<file path="config.mk">
export PLATFORM = sky130hd
export DESIGN_NAME = ps2_host
export DESIGN_NICKNAME = d
export VERILOG_FILES = /design/src/common/ps2_pkg.sv /design/src/ps2_host.sv /design/src/rx/ps2_rx_fsm.sv /design/src/rx/ps2_rx_shifter.sv /design/src/tx/ps2_tx_fsm.sv /design/src/tx/ps2_tx_shifter.sv /design/src/ps2_timer.sv /design/src/ps2_line_sync.sv
export SDC_FILE = /design/constraint.sdc
export NUM_CORES = 1
export LEC_CHECK = 0
export ABC_AREA = 1
export BUFFER_PORTS_ARGS = -buffer_cell sky130_fd_sc_hd__buf_4
export CAP_MARGIN = 30
export CORE_UTILIZATION = 61
export CTS_BUF_LIST = sky130_fd_sc_hd__clkbuf_16
export DETAILED_ROUTE_END_ITERATION = 16
export HOLD_SLACK_MARGIN = 0.03
export PLACE_DENSITY = 0.82
export SLEW_MARGIN = 20
export SYNTH_ARGS = -nofsm -noshare
export SYNTH_HDL_FRONTEND = slang
export SYNTH_SLANG_ARGS = --single-unit
</file>
<file path="constraint.sdc">
create_clock -name clk -period 1.95 [get_ports clk]
set_input_delay 0.0975 -clock clk [delete_from_list [all_inputs] [get_ports clk]]
set_output_delay 0.0975 -clock clk [all_outputs]
set_load 0.01 [all_outputs]
</file>
<file path="src/common/ps2_pkg.sv">
package ps2_pkg;

  //////////////////////////////
  // frame geometry
  //////////////////////////////

  // payload bits in one frame
  localparam int ps2_data_bits = 8;
  // host send: data then parity, start and stop are handled by the fsm
  localparam int ps2_tx_bits = ps2_data_bits + 1;
  // device send: data, parity and stop after the start bit
  localparam int ps2_rx_bits = ps2_data_bits + 2;
  // bit counters in both fsms, wide enough for ps2_rx_bits - 1
  localparam int ps2_cnt_width = 4;

  // all ones gives roughly 100 us of clock inhibit
  localparam int ps2_inhibit_width = 13;
  // device clock loss detection
  localparam int ps2_timeout_width = 13;

  //////////////////////////////
  // types
  //////////////////////////////

  typedef logic [ps2_data_bits-1:0] ps2_byte_t;

  // synchronized line view
  typedef struct packed {
    logic clk;
    logic data;
    logic clk_fall;
  } ps2_line_t;

  // open-drain pull-low requests, the pad logic lives on the board side
  typedef struct packed {
    logic clk_low;
    logic data_low;
  } ps2_drive_t;

  typedef enum logic [2:0] {
    tx_idle         = 3'd0,
    tx_inhibit      = 3'd1,
    tx_start        = 3'd2,
    tx_data         = 3'd3,
    tx_stop         = 3'd4,
    tx_ack          = 3'd5,
    tx_wait_release = 3'd6
  } ps2_tx_state_t;

  typedef enum logic [1:0] {
    rx_idle  = 2'd0,
    rx_data  = 2'd1,
    rx_check = 2'd2,
    rx_done  = 2'd3
  } ps2_rx_state_t;

endpackage
</file>
<file path="src/ps2_host.sv">
`timescale 1ns/1ns

module ps2_host (
  input  logic                clk,
  input  logic                rst,
  input  logic                ps2_clk_in,
  input  logic                ps2_data_in,
  input  logic                wr_stb,
  input  ps2_pkg::ps2_byte_t  wr_data,
  output ps2_pkg::ps2_drive_t ps2_drive,
  output logic                tx_done,
  output logic                tx_ready,
  output logic                rd_valid,
  output ps2_pkg::ps2_byte_t  rd_data,
  output logic                rx_ready
);
  import ps2_pkg::*;

  ps2_line_t line;
  // send side
  logic      tx_load;
  logic      tx_shift;
  logic      tx_bit;
  logic      inh_load;
  logic      inh_run;
  logic      inh_expired;
  // receive side
  logic      rx_shift;
  logic      to_load;
  logic      to_expired;
  logic      frame_ok;

  //////////////////////////////
  // line input
  //////////////////////////////

  ps2_line_sync i_sync (
    .clk(clk), .rst(rst), .ps2_clk_in(ps2_clk_in), .ps2_data_in(ps2_data_in), .line(line)
  );

  //////////////////////////////
  // send path
  //////////////////////////////

  ps2_timer #(.width(ps2_inhibit_width)) i_inhibit (
    .clk(clk), .rst(rst), .load(inh_load), .run(inh_run), .expired(inh_expired)
  );

  ps2_tx_shifter i_tx_shifter (
    .clk(clk), .rst(rst), .load(tx_load), .shift(tx_shift), .data(wr_data), .bit_out(tx_bit)
  );

  ps2_tx_fsm i_tx_fsm (
    .clk(clk), .rst(rst), .line(line), .wr_stb(wr_stb), .inhibit_done(inh_expired),
    .bit_out(tx_bit), .drive(ps2_drive), .load(tx_load), .shift(tx_shift),
    .timer_load(inh_load), .timer_run(inh_run), .tx_done(tx_done), .tx_ready(tx_ready)
  );

  //////////////////////////////
  // receive path
  //////////////////////////////

  // watchdog counts down whenever it is not being reloaded
  ps2_timer #(.width(ps2_timeout_width)) i_timeout (
    .clk(clk), .rst(rst), .load(to_load), .run(~to_load), .expired(to_expired)
  );

  ps2_rx_shifter i_rx_shifter (
    .clk(clk), .rst(rst), .line(line), .shift(rx_shift), .rd_data(rd_data), .frame_ok(frame_ok)
  );

  // listens only while the send path is idle
  ps2_rx_fsm i_rx_fsm (
    .clk(clk), .rst(rst), .line(line), .rx_en(tx_ready), .timeout(to_expired),
    .frame_ok(frame_ok), .shift(rx_shift), .timer_load(to_load), .rd_valid(rd_valid),
    .rx_ready(rx_ready)
  );

endmodule

</file>
<file path="src/rx/ps2_rx_fsm.sv">
`timescale 1ns/1ns

module ps2_rx_fsm (
  input  logic               clk,
  input  logic               rst,
  input  ps2_pkg::ps2_line_t line,
  input  logic               rx_en,
  input  logic               timeout,
  input  logic               frame_ok,
  output logic               shift,
  output logic               timer_load,
  output logic               rd_valid,
  output logic               rx_ready
);
  import ps2_pkg::*;

  ps2_rx_state_t            state_q;
  ps2_rx_state_t            state_d;
  // edges left until the stop bit is in
  logic [ps2_cnt_width-1:0] cnt_q;
  logic [ps2_cnt_width-1:0] cnt_d;
  logic                     valid_d;

  always_ff @(posedge clk) begin
    if (rst) begin
      state_q  <= rx_idle;
      cnt_q    <= '0;
      rd_valid <= 1'b0;
    end else begin
      state_q  <= state_d;
      cnt_q    <= cnt_d;
      rd_valid <= valid_d;
    end
  end

  //////////////////////////////
  // frame sequencing
  //////////////////////////////

  always_comb begin
    state_d    = state_q;
    cnt_d      = cnt_q;
    valid_d    = 1'b0;
    shift      = 1'b0;
    timer_load = 1'b0;
    rx_ready   = 1'b0;
    case (state_q)
      rx_idle: begin
        // ready only while the send path leaves the bus alone
        rx_ready = rx_en;
        // start bit is data low on a falling edge
        // enable drops while the host owns the bus
        if (rx_en && line.clk_fall && !line.data) begin
          cnt_d      = ps2_cnt_width'(ps2_rx_bits - 1);
          timer_load = 1'b1;
          state_d    = rx_data;
        end
      end
      rx_data: begin
        // device went quiet mid-frame so the frame is dropped
        if (timeout) begin
          state_d = rx_idle;
        end else if (line.clk_fall) begin
          shift      = 1'b1;
          // each bit restarts the watchdog
          timer_load = 1'b1;
          if (cnt_q == '0) begin
            state_d = rx_check;
          end else begin
            cnt_d = cnt_q - 1'b1;
          end
        end
      end
      rx_check: begin
        // shifter holds the full frame by now
        if (frame_ok) begin
          valid_d = 1'b1;
          state_d = rx_done;
        end else begin
          state_d = rx_idle;
        end
      end
      rx_done: state_d = rx_idle;
      default: state_d = rx_idle;
    endcase
  end

  // one pulse per frame
  rd_valid_single: assert property (
    @(posedge clk) disable iff (rst)
    rd_valid |=> !rd_valid
  );

endmodule

</file>
<file path="src/rx/ps2_rx_shifter.sv">
`timescale 1ns/1ns

module ps2_rx_shifter (
  input  logic               clk,
  input  logic               rst,
  input  ps2_pkg::ps2_line_t line,
  input  logic               shift,
  output ps2_pkg::ps2_byte_t rd_data,
  output logic               frame_ok
);
  import ps2_pkg::*;

  // {stop, parity, data}, lsb arrives first and ends up at bit 0
  logic [ps2_rx_bits-1:0] shreg;
  logic                   parity_ok;
  logic                   stop_ok;

  //////////////////////////////
  // capture
  //////////////////////////////

  always_ff @(posedge clk) begin
    if (rst) begin
      shreg <= '0;
    end else if (shift) begin
      // new bit enters at the top
      shreg <= {line.data, shreg[ps2_rx_bits-1:1]};
    end
  end

  // byte holds until the next frame starts shifting
  assign rd_data = shreg[ps2_data_bits-1:0];

  // odd parity over data plus parity bit
  assign parity_ok = ^shreg[ps2_data_bits:0];

  // stop must read high
  assign stop_ok = shreg[ps2_rx_bits-1];

  // only meaningful once all bits are in
  assign frame_ok = parity_ok & stop_ok;

endmodule

</file>
<file path="src/tx/ps2_tx_fsm.sv">
`timescale 1ns/1ns

module ps2_tx_fsm (
  input  logic                clk,
  input  logic                rst,
  input  ps2_pkg::ps2_line_t  line,
  input  logic                wr_stb,
  input  logic                inhibit_done,
  input  logic                bit_out,
  output ps2_pkg::ps2_drive_t drive,
  output logic                load,
  output logic                shift,
  output logic                timer_load,
  output logic                timer_run,
  output logic                tx_done,
  output logic                tx_ready
);
  import ps2_pkg::*;

  ps2_tx_state_t            state_q;
  ps2_tx_state_t            state_d;
  // counts remaining data and parity edges
  logic [ps2_cnt_width-1:0] cnt_q;
  logic [ps2_cnt_width-1:0] cnt_d;

  always_ff @(posedge clk) begin
    if (rst) begin
      state_q <= tx_idle;
      cnt_q   <= '0;
    end else begin
      state_q <= state_d;
      cnt_q   <= cnt_d;
    end
  end

  //////////////////////////////
  // next state and line requests
  //////////////////////////////

  always_comb begin
    state_d    = state_q;
    cnt_d      = cnt_q;
    drive      = '0;
    load       = 1'b0;
    shift      = 1'b0;
    timer_load = 1'b0;
    timer_run  = 1'b0;
    tx_done    = 1'b0;
    tx_ready   = 1'b0;
    case (state_q)
      tx_idle: begin
        tx_ready = 1'b1;
        // latch byte and arm the inhibit timer together
        if (wr_stb) begin
          load       = 1'b1;
          timer_load = 1'b1;
          state_d    = tx_inhibit;
        end
      end
      tx_inhibit: begin
        // hold clock low so the device abandons any transfer
        drive.clk_low = 1'b1;
        timer_run     = 1'b1;
        if (inhibit_done) begin
          state_d = tx_start;
        end
      end
      tx_start: begin
        // start bit while the device takes over clocking
        drive.data_low = 1'b1;
        if (line.clk_fall) begin
          cnt_d   = ps2_cnt_width'(ps2_tx_bits - 1);
          state_d = tx_data;
        end
      end
      tx_data: begin
        // lsb first and parity last
        drive.data_low = ~bit_out;
        if (line.clk_fall) begin
          shift = 1'b1;
          if (cnt_q == '0) begin
            state_d = tx_stop;
          end else begin
            cnt_d = cnt_q - 1'b1;
          end
        end
      end
      // released data lets the pull-up form the stop bit
      tx_stop: state_d = tx_ack;
      tx_ack: begin
        // device pulls data low around this edge
        if (line.clk_fall) begin
          tx_done = 1'b1;
          state_d = tx_wait_release;
        end
      end
      tx_wait_release: begin
        if (line.clk && line.data) begin
          state_d = tx_idle;
        end
      end
      default: state_d = tx_idle;
    endcase
  end

  // a new clock inhibit starts from a freshly loaded timer
  inhibit_starts_loaded: assert property (
    @(posedge clk) disable iff (rst)
    $rose(drive.clk_low) |-> !inhibit_done
  );

endmodule

</file>
<file path="src/tx/ps2_tx_shifter.sv">
`timescale 1ns/1ns

module ps2_tx_shifter (
  input  logic               clk,
  input  logic               rst,
  input  logic               load,
  input  logic               shift,
  input  ps2_pkg::ps2_byte_t data,
  output logic               bit_out
);
  import ps2_pkg::*;

  // {parity, data}, bit 0 is on the wire
  logic [ps2_tx_bits-1:0] shreg;
  logic                   parity;

  // odd parity, total count of ones comes out odd
  assign parity = ~(^data);

  //////////////////////////////
  // shift register
  //////////////////////////////

  always_ff @(posedge clk) begin
    if (rst) begin
      // ones match a released line
      shreg <= '1;
    end else if (load) begin
      shreg <= {parity, data};
    end else if (shift) begin
      // fill with ones, line goes high once the frame is out
      shreg <= {1'b1, shreg[ps2_tx_bits-1:1]};
    end
  end

  assign bit_out = shreg[0];

endmodule

</file>
<file path="src/ps2_timer.sv">
`timescale 1ns/1ns

module ps2_timer #(
  parameter int width = ps2_pkg::ps2_timeout_width
) (
  input  logic clk,
  input  logic rst,
  input  logic load,
  input  logic run,
  output logic expired
);

  logic [width-1:0] count;

  //////////////////////////////
  // saturating down-counter
  //////////////////////////////

  always_ff @(posedge clk) begin
    if (rst) begin
      // zero after reset keeps expired low until the first load
      count <= '0;
    end else if (load) begin
      count <= '1;
    end else if (run && (count > width'(1))) begin
      // stops at one and holds there
      count <= count - width'(1);
    end
  end

  // level, stays up until the next load
  assign expired = (count == width'(1));

  // the owning fsm never loads and runs in the same cycle
  load_run_exclusive: assert property (
    @(posedge clk) disable iff (rst)
    !(load && run)
  );

endmodule

</file>
<file path="src/ps2_line_sync.sv">
`timescale 1ns/1ns

module ps2_line_sync (
  input  logic               clk,
  input  logic               rst,
  input  logic               ps2_clk_in,
  input  logic               ps2_data_in,
  output ps2_pkg::ps2_line_t line
);

  // two-flop synchronizers, index 1 is the safe copy
  logic [1:0] clk_sync;
  logic [1:0] data_sync;
  // previous synchronized clock level for edge detection
  logic       clk_prev;
  logic       fall_q;

  always_ff @(posedge clk) begin
    if (rst) begin
      // idle bus is high, so start high to avoid a false edge
      clk_sync  <= 2'b11;
      data_sync <= 2'b11;
      clk_prev  <= 1'b1;
      fall_q    <= 1'b0;
    end else begin
      clk_sync  <= {clk_sync[0], ps2_clk_in};
      data_sync <= {data_sync[0], ps2_data_in};
      clk_prev  <= clk_sync[1];
      // registered pulse, one cycle after the synced level drops
      fall_q    <= clk_prev & ~clk_sync[1];
    end
  end

  assign line = '{clk: clk_sync[1], data: data_sync[1], clk_fall: fall_q};

endmodule

</file>
Word level (Yosys, flattened, before mapping)
Index checks and enable logic that the tools add are counted.
Cells by class
  $add $sub $neg: 4
  magnitude comparators: 2
  equality and inequality tests: 25
  multiplexer cells: 43
  bitwise gates (word level): 7
  reduce and logical (&&, ||, !) cells: 22
Operators with widths (number)
  two-way mux 13 bit: 4
  two-way mux 4 bit: 7
  equality test 13 x 1 -> 1 bit, second input constant: 2
  greater-than comparator 13 x 1 -> 1 bit, second input constant: 2
  subtractor 13 x 1 -> 13 bit, second input constant: 2
  two-way mux 3 bit: 7
  case mux 3 bit (7 select lines): 1
  two-way mux 9 bit: 2
  inequality test 2 bit, second input constant: 9
  case mux 4 bit (2 select lines): 2
  two-way mux 1 bit: 12
  two-way mux 2 bit: 5
  nonzero test 2 bit: 5
  equality test 3 bit, second input constant: 3
  parity 9 bit: 1
  zero test 4 bit: 2
  case mux 2 bit (4 select lines): 1
  parity 8 bit: 1
  subtractor 4 x 1 -> 4 bit, second input constant: 2
  AND reduction 7 bit: 1
  equality test 3 x 2 -> 1 bit, second input constant: 2
  inequality test 2 x 1 -> 1 bit, second input constant: 3
  logical AND 1 bit: 5
  NOT 1 bit: 5
  14 further kinds: 17
Word-level totals
  bits in registers: 65
  bits of input ports: 13
  output and inout port bits: 14
  logic and storage cells: 116

Logic depth before layout (Yosys ltp)
  depth in word-level cells: 10
  mapped depth: 11

Cells and area by module
A second synthesis with hierarchy kept.
Unflattened totals
  cells, all modules: 647
  area total of the unflattened synthesis: 4018.9 um^2
Modules (own cells, without submodules)
  ps2_timer: instances 2, cells an instance 152, area each 894.6 um^2, sequential area each 260.2 um^2
  ps2_tx_shifter: instances 1, cells an instance 88, area each 530.5 um^2, sequential area each 180.2 um^2
  ps2_rx_shifter: instances 1, cells an instance 76, area each 529.3 um^2, sequential area each 200.2 um^2
  ps2_tx_fsm: instances 1, cells an instance 87, area each 511.7 um^2, sequential area each 140.1 um^2
  ps2_rx_fsm: instances 1, cells an instance 74, area each 469.2 um^2, sequential area each 140.1 um^2
  ps2_line_sync: instances 1, cells an instance 17, area each 185.2 um^2, sequential area each 120.1 um^2
  ps2_host: instances 1, cells an instance 1, area each 3.8 um^2, sequential area each 0.0 um^2

Worst setup path before layout
No wires, ideal clock.
  path kind: register to register
  start: reg i_timeout.count[0]
  end: reg i_timeout.count[5]
  setup time: 0.128 ns
  data arrival time: 1.283 ns
  required time: 1.822 ns
  slack: 0.540 ns
  cell stages (with the launch flop): 10
  path buffers: 1
  clock period less this slack: 1.410 ns
  cells stage by stage: dfxtp_1 > ha_1 > inv_1 > nor3_2 > nand2_2 > nand3_4 > nand2_4 > buf_8 > o21ai_2 > nor2_1
On the way
  cells in the longest elaborated chain, start to end: 6
  elaborated cells on any way between the ends: 10
  classes of those cells: add/sub: 1; order compare: 1; eq/ne: 1; mux: 4; bitwise: 1; reduce/logical: 2
RTL lines
  start, declared: RTL line ps2_timer.sv:13  | logic [width-1:0] count;
  start signal, assigned: RTL line ps2_timer.sv:27  | count <= count - width'(1);
  parallel branches: the longest is 6 deep, another holds subtractor 13 x 1 -> 13 bit
Several ways; the timed one is not identified. The select of a mux whose other input is x is not followed.
A chain may end at the register's enable or synchronous reset.

Final worst setup path
  start: reg i_timeout.count[0]
  end: reg i_timeout.count[2]
The elaborated chain is that of the path after synthesis.

==> flow_summary.toml <==
[synthesis]
netlist.area_leader.share = 0.339
syn_area_mm2 = 0.00384
synthesis.nets = 588
ys.flop_type = "dfxtp_1"
yosys.area.top_type = "dfxtp_1"
yosysWarnings = 0
synth-edff-count = 0
synth.top_cells.by_area = "dfxtp_1 (34%), nand2_1 (13%), nor2_1 (7.7%)"
synth_async_sr_flop_share = 0
synthTopCellsByCount = "nand2_1 (130), nor2_1 (79), dfxtp_1 (65)"
ys_ff_latch = 65
synth_cells = 567
synth.distinct_cells = 37
yosysSeqAreaShare = 0.339
synth_most_common_cell = "nand2_1"
syn-mean-instance-area_um2 = 6.78

[worst_setup_path]
critPathKind = "flop to flop"
r2r-end = "i_timeout.count[2]"
cp_max_fo = 11
arrival_ps = 1980
cp.required_ps = 2160
crit_path_end_kind = "flop"
r2r_start = "i_timeout.count[0]"
reg2reg_slack_ps = 170
reg2reg_depth = 8
start_kind = "flop"

[detailed_routing]
drt-pass1-iter-count = 5
wl_um = 7910
vias = 3515
postRouteAntennaNets = 0
viasPerCell = 5.29
wl_per_cell_um = 11.9
drt_first_iter_violations = 220
drc_errors = 0

[global_routing]
track_usage = 0.260
first_global_vias = 3227
antenna_found_initial = 0
grt_max_degree = 38
gr-total-overflow = 0
grt_pass1_wl_um = 13400

[floorplanning]
rows = 28
core_mm2 = 0.00599
io_pins = 27
die_h_um = 81.4
die_area_mm2 = 0.00662
dieWidth_um = 81.4
start_util = 0.642

[pwr]
ir_drop_mv = 0.987
p_sw_frac = 0.427
fin_total_pwr_mw = 6.39
p_int_mw = 3.66
powerDensity_mw_per_mm2 = 1490
leakage_nw = 1.97
pwr-share-clk = 0.235
combinationalPowerShare = 0.467
pwr-share-seq = 0.298
power.switching_mw = 2.72

[clock_network]
cts_tree = "yes"
clk_latency_ps = 330
cts.sinks = 65
numCtsBuffers = 9
clock-root-buffer = "clkbuf_16"
cts_buffer_depth = 2
postCtsSetupRepairBufs = 0
cts_max_level = 3
clk_pin_slew_ps = 60

[placed_design]
hpwl_um = 5360
port_buffers = 26
place_congestion = 0.895

[timing]
slew_violations = 0
layout_min_cycle_time_ps = 1780
worst_pin_slew_ps = 822
setup_violations = 0
max_freq_mhz = 563
skew_ps = 4.51
post-route-period-util = 0.911
final-hold-violation-count = 0
slew-limit-headroom = 0.452
tns_ps = 0
rsz0062_at_grt = "no"

[cells_and_area]
synthToLayoutAreaGrowth_pct = 11.5
nets = 606
diodes = 0
drive_above_1_share = 0.169

[worst_hold_path]
hold_depth = 3
hold_path.class = "primary input to flop"
hp-start = "wr_data[0]"
min_to = "i_tx_shifter.shreg[0]"

[run_status]
outcome = "finished, final reports clean"

[flow_run]
cap_violations = 0
[cell families (layout without fill, tap and decap cells)]
family | count (synthesis) | count (layout) | synth area share
simple gates | 299 | 299 | 0.346
compound gates | 88 | 88 | 0.132
buf+inv | 86 | 109 | 0.109
flops | 65 | 65 | 0.339
xor+xnor | 21 | 21 | 0.0479
fa+ha+maj | 8 | 8 | 0.0260
[power groups by stage]
stage | Combinational (mW) | Sequential [mW] | Clock [mW]
2_1_floorplan | 2.52 | 1.83 | 0
4_1_cts | 2.98 | 1.90 | 1.51
5_1_grt | 3.39 | 1.94 | 1.58
3_5_place_dp | 2.93 | 1.91 | 0
3_3_place_gp | 2.84 | 1.90 | 0
6_report | 2.98 | 1.90 | 1.50
[worst max-delay path, stage by stage (launching register included)]
cell     delay, ps
dfxtp_1        410
ha_1           170
inv_1           60
nor3_2         190
nand2_2        120
nand2_2        120
nand3_2        310
o21ai_0        200
nor2_1          60
[sequential cells by signal (all words and copies together) (netlist names), 2 cells and up]
| signal | flops |
|---|---|
| i_inhibit.count | 13 |
| i_rx_fsm.state_q | 2 |
| i_tx_fsm.state_q | 3 |
| i_sync.clk_sync | 2 |
| i_sync.data_sync | 2 |
| i_tx_shifter.shreg | 9 |
| i_rx_shifter.shreg | 10 |
| i_tx_fsm.cnt_q | 4 |
| i_timeout.count | 13 |
| i_rx_fsm.cnt_q | 4 |
[area by class of cell]
type	count	area, um2
multi-input cells	416	2120
fillers	498	1700
flip-flops and latches	65	1300
repair buffers	34	260
inverters	59	228
clock buffers	9	225
well taps	75	93.8
clock inverters	7	53.8
[worst max-delay path by stage]
stage                                   from            endpoint  slack, ps  depth (start not counted)
after floorplan           i_timeout.count[0]  i_timeout.count[5]        540                          9
after global placement    i_timeout.count[0]  i_timeout.count[2]        330                          8
after detailed placement  i_timeout.count[0]  i_timeout.count[2]        210                          8
after CTS                 i_timeout.count[0]  i_timeout.count[2]        190                          8
after global routing      i_timeout.count[0]  i_timeout.count[2]         50                          8
final                     i_timeout.count[0]  i_timeout.count[2]        170                          8
[through the flow]
step / utilization / hold slack [ps] / setup WS [ps] / cell area (um2) / std cells
after floorplan: - / 201 / 540 / 3840 / 567
after global placement: 0.666 / 284 / 327 / 3990 / 647
after detailed placement: 0.666 / 285 / 209 / 3990 / 647
after CTS: 0.716 / 73.2 / 195 / 4290 / 665
after global routing: 0.716 / 76.0 / 52.8 / 4290 / 665
final: 0.716 / 77.4 / 174 / 4290 / 665
[routing by layer]
metal | share of wire | global-route usage
met1 | 0.45 | 0.299
met2 | 0.48 | 0.453
met3 | 0.048 | 0.0787
met4 | 0.018 | 0.0875
met5 | 0 | 0
[layout by cell type (no fill, tap or decap), types with 14 or more instances in the layout]
| cell type | count |
|---|---|
| xor2_1 | 14 |
| buf_4 | 32 |
| nand3_1 | 46 |
| dfxtp_1 | 65 |
| inv_1 | 49 |
| nand2_1 | 130 |
| o21ai_0 | 29 |
| a21oi_1 | 37 |
| nor2_1 | 79 |
[timing repair]
item	4_1_cts	5_1_grt
hold buffers	2	0
gates resized for setup	0	0
hold endpoints to repair	2	0
No activity file was read; power rests on OpenSTA's default activity.
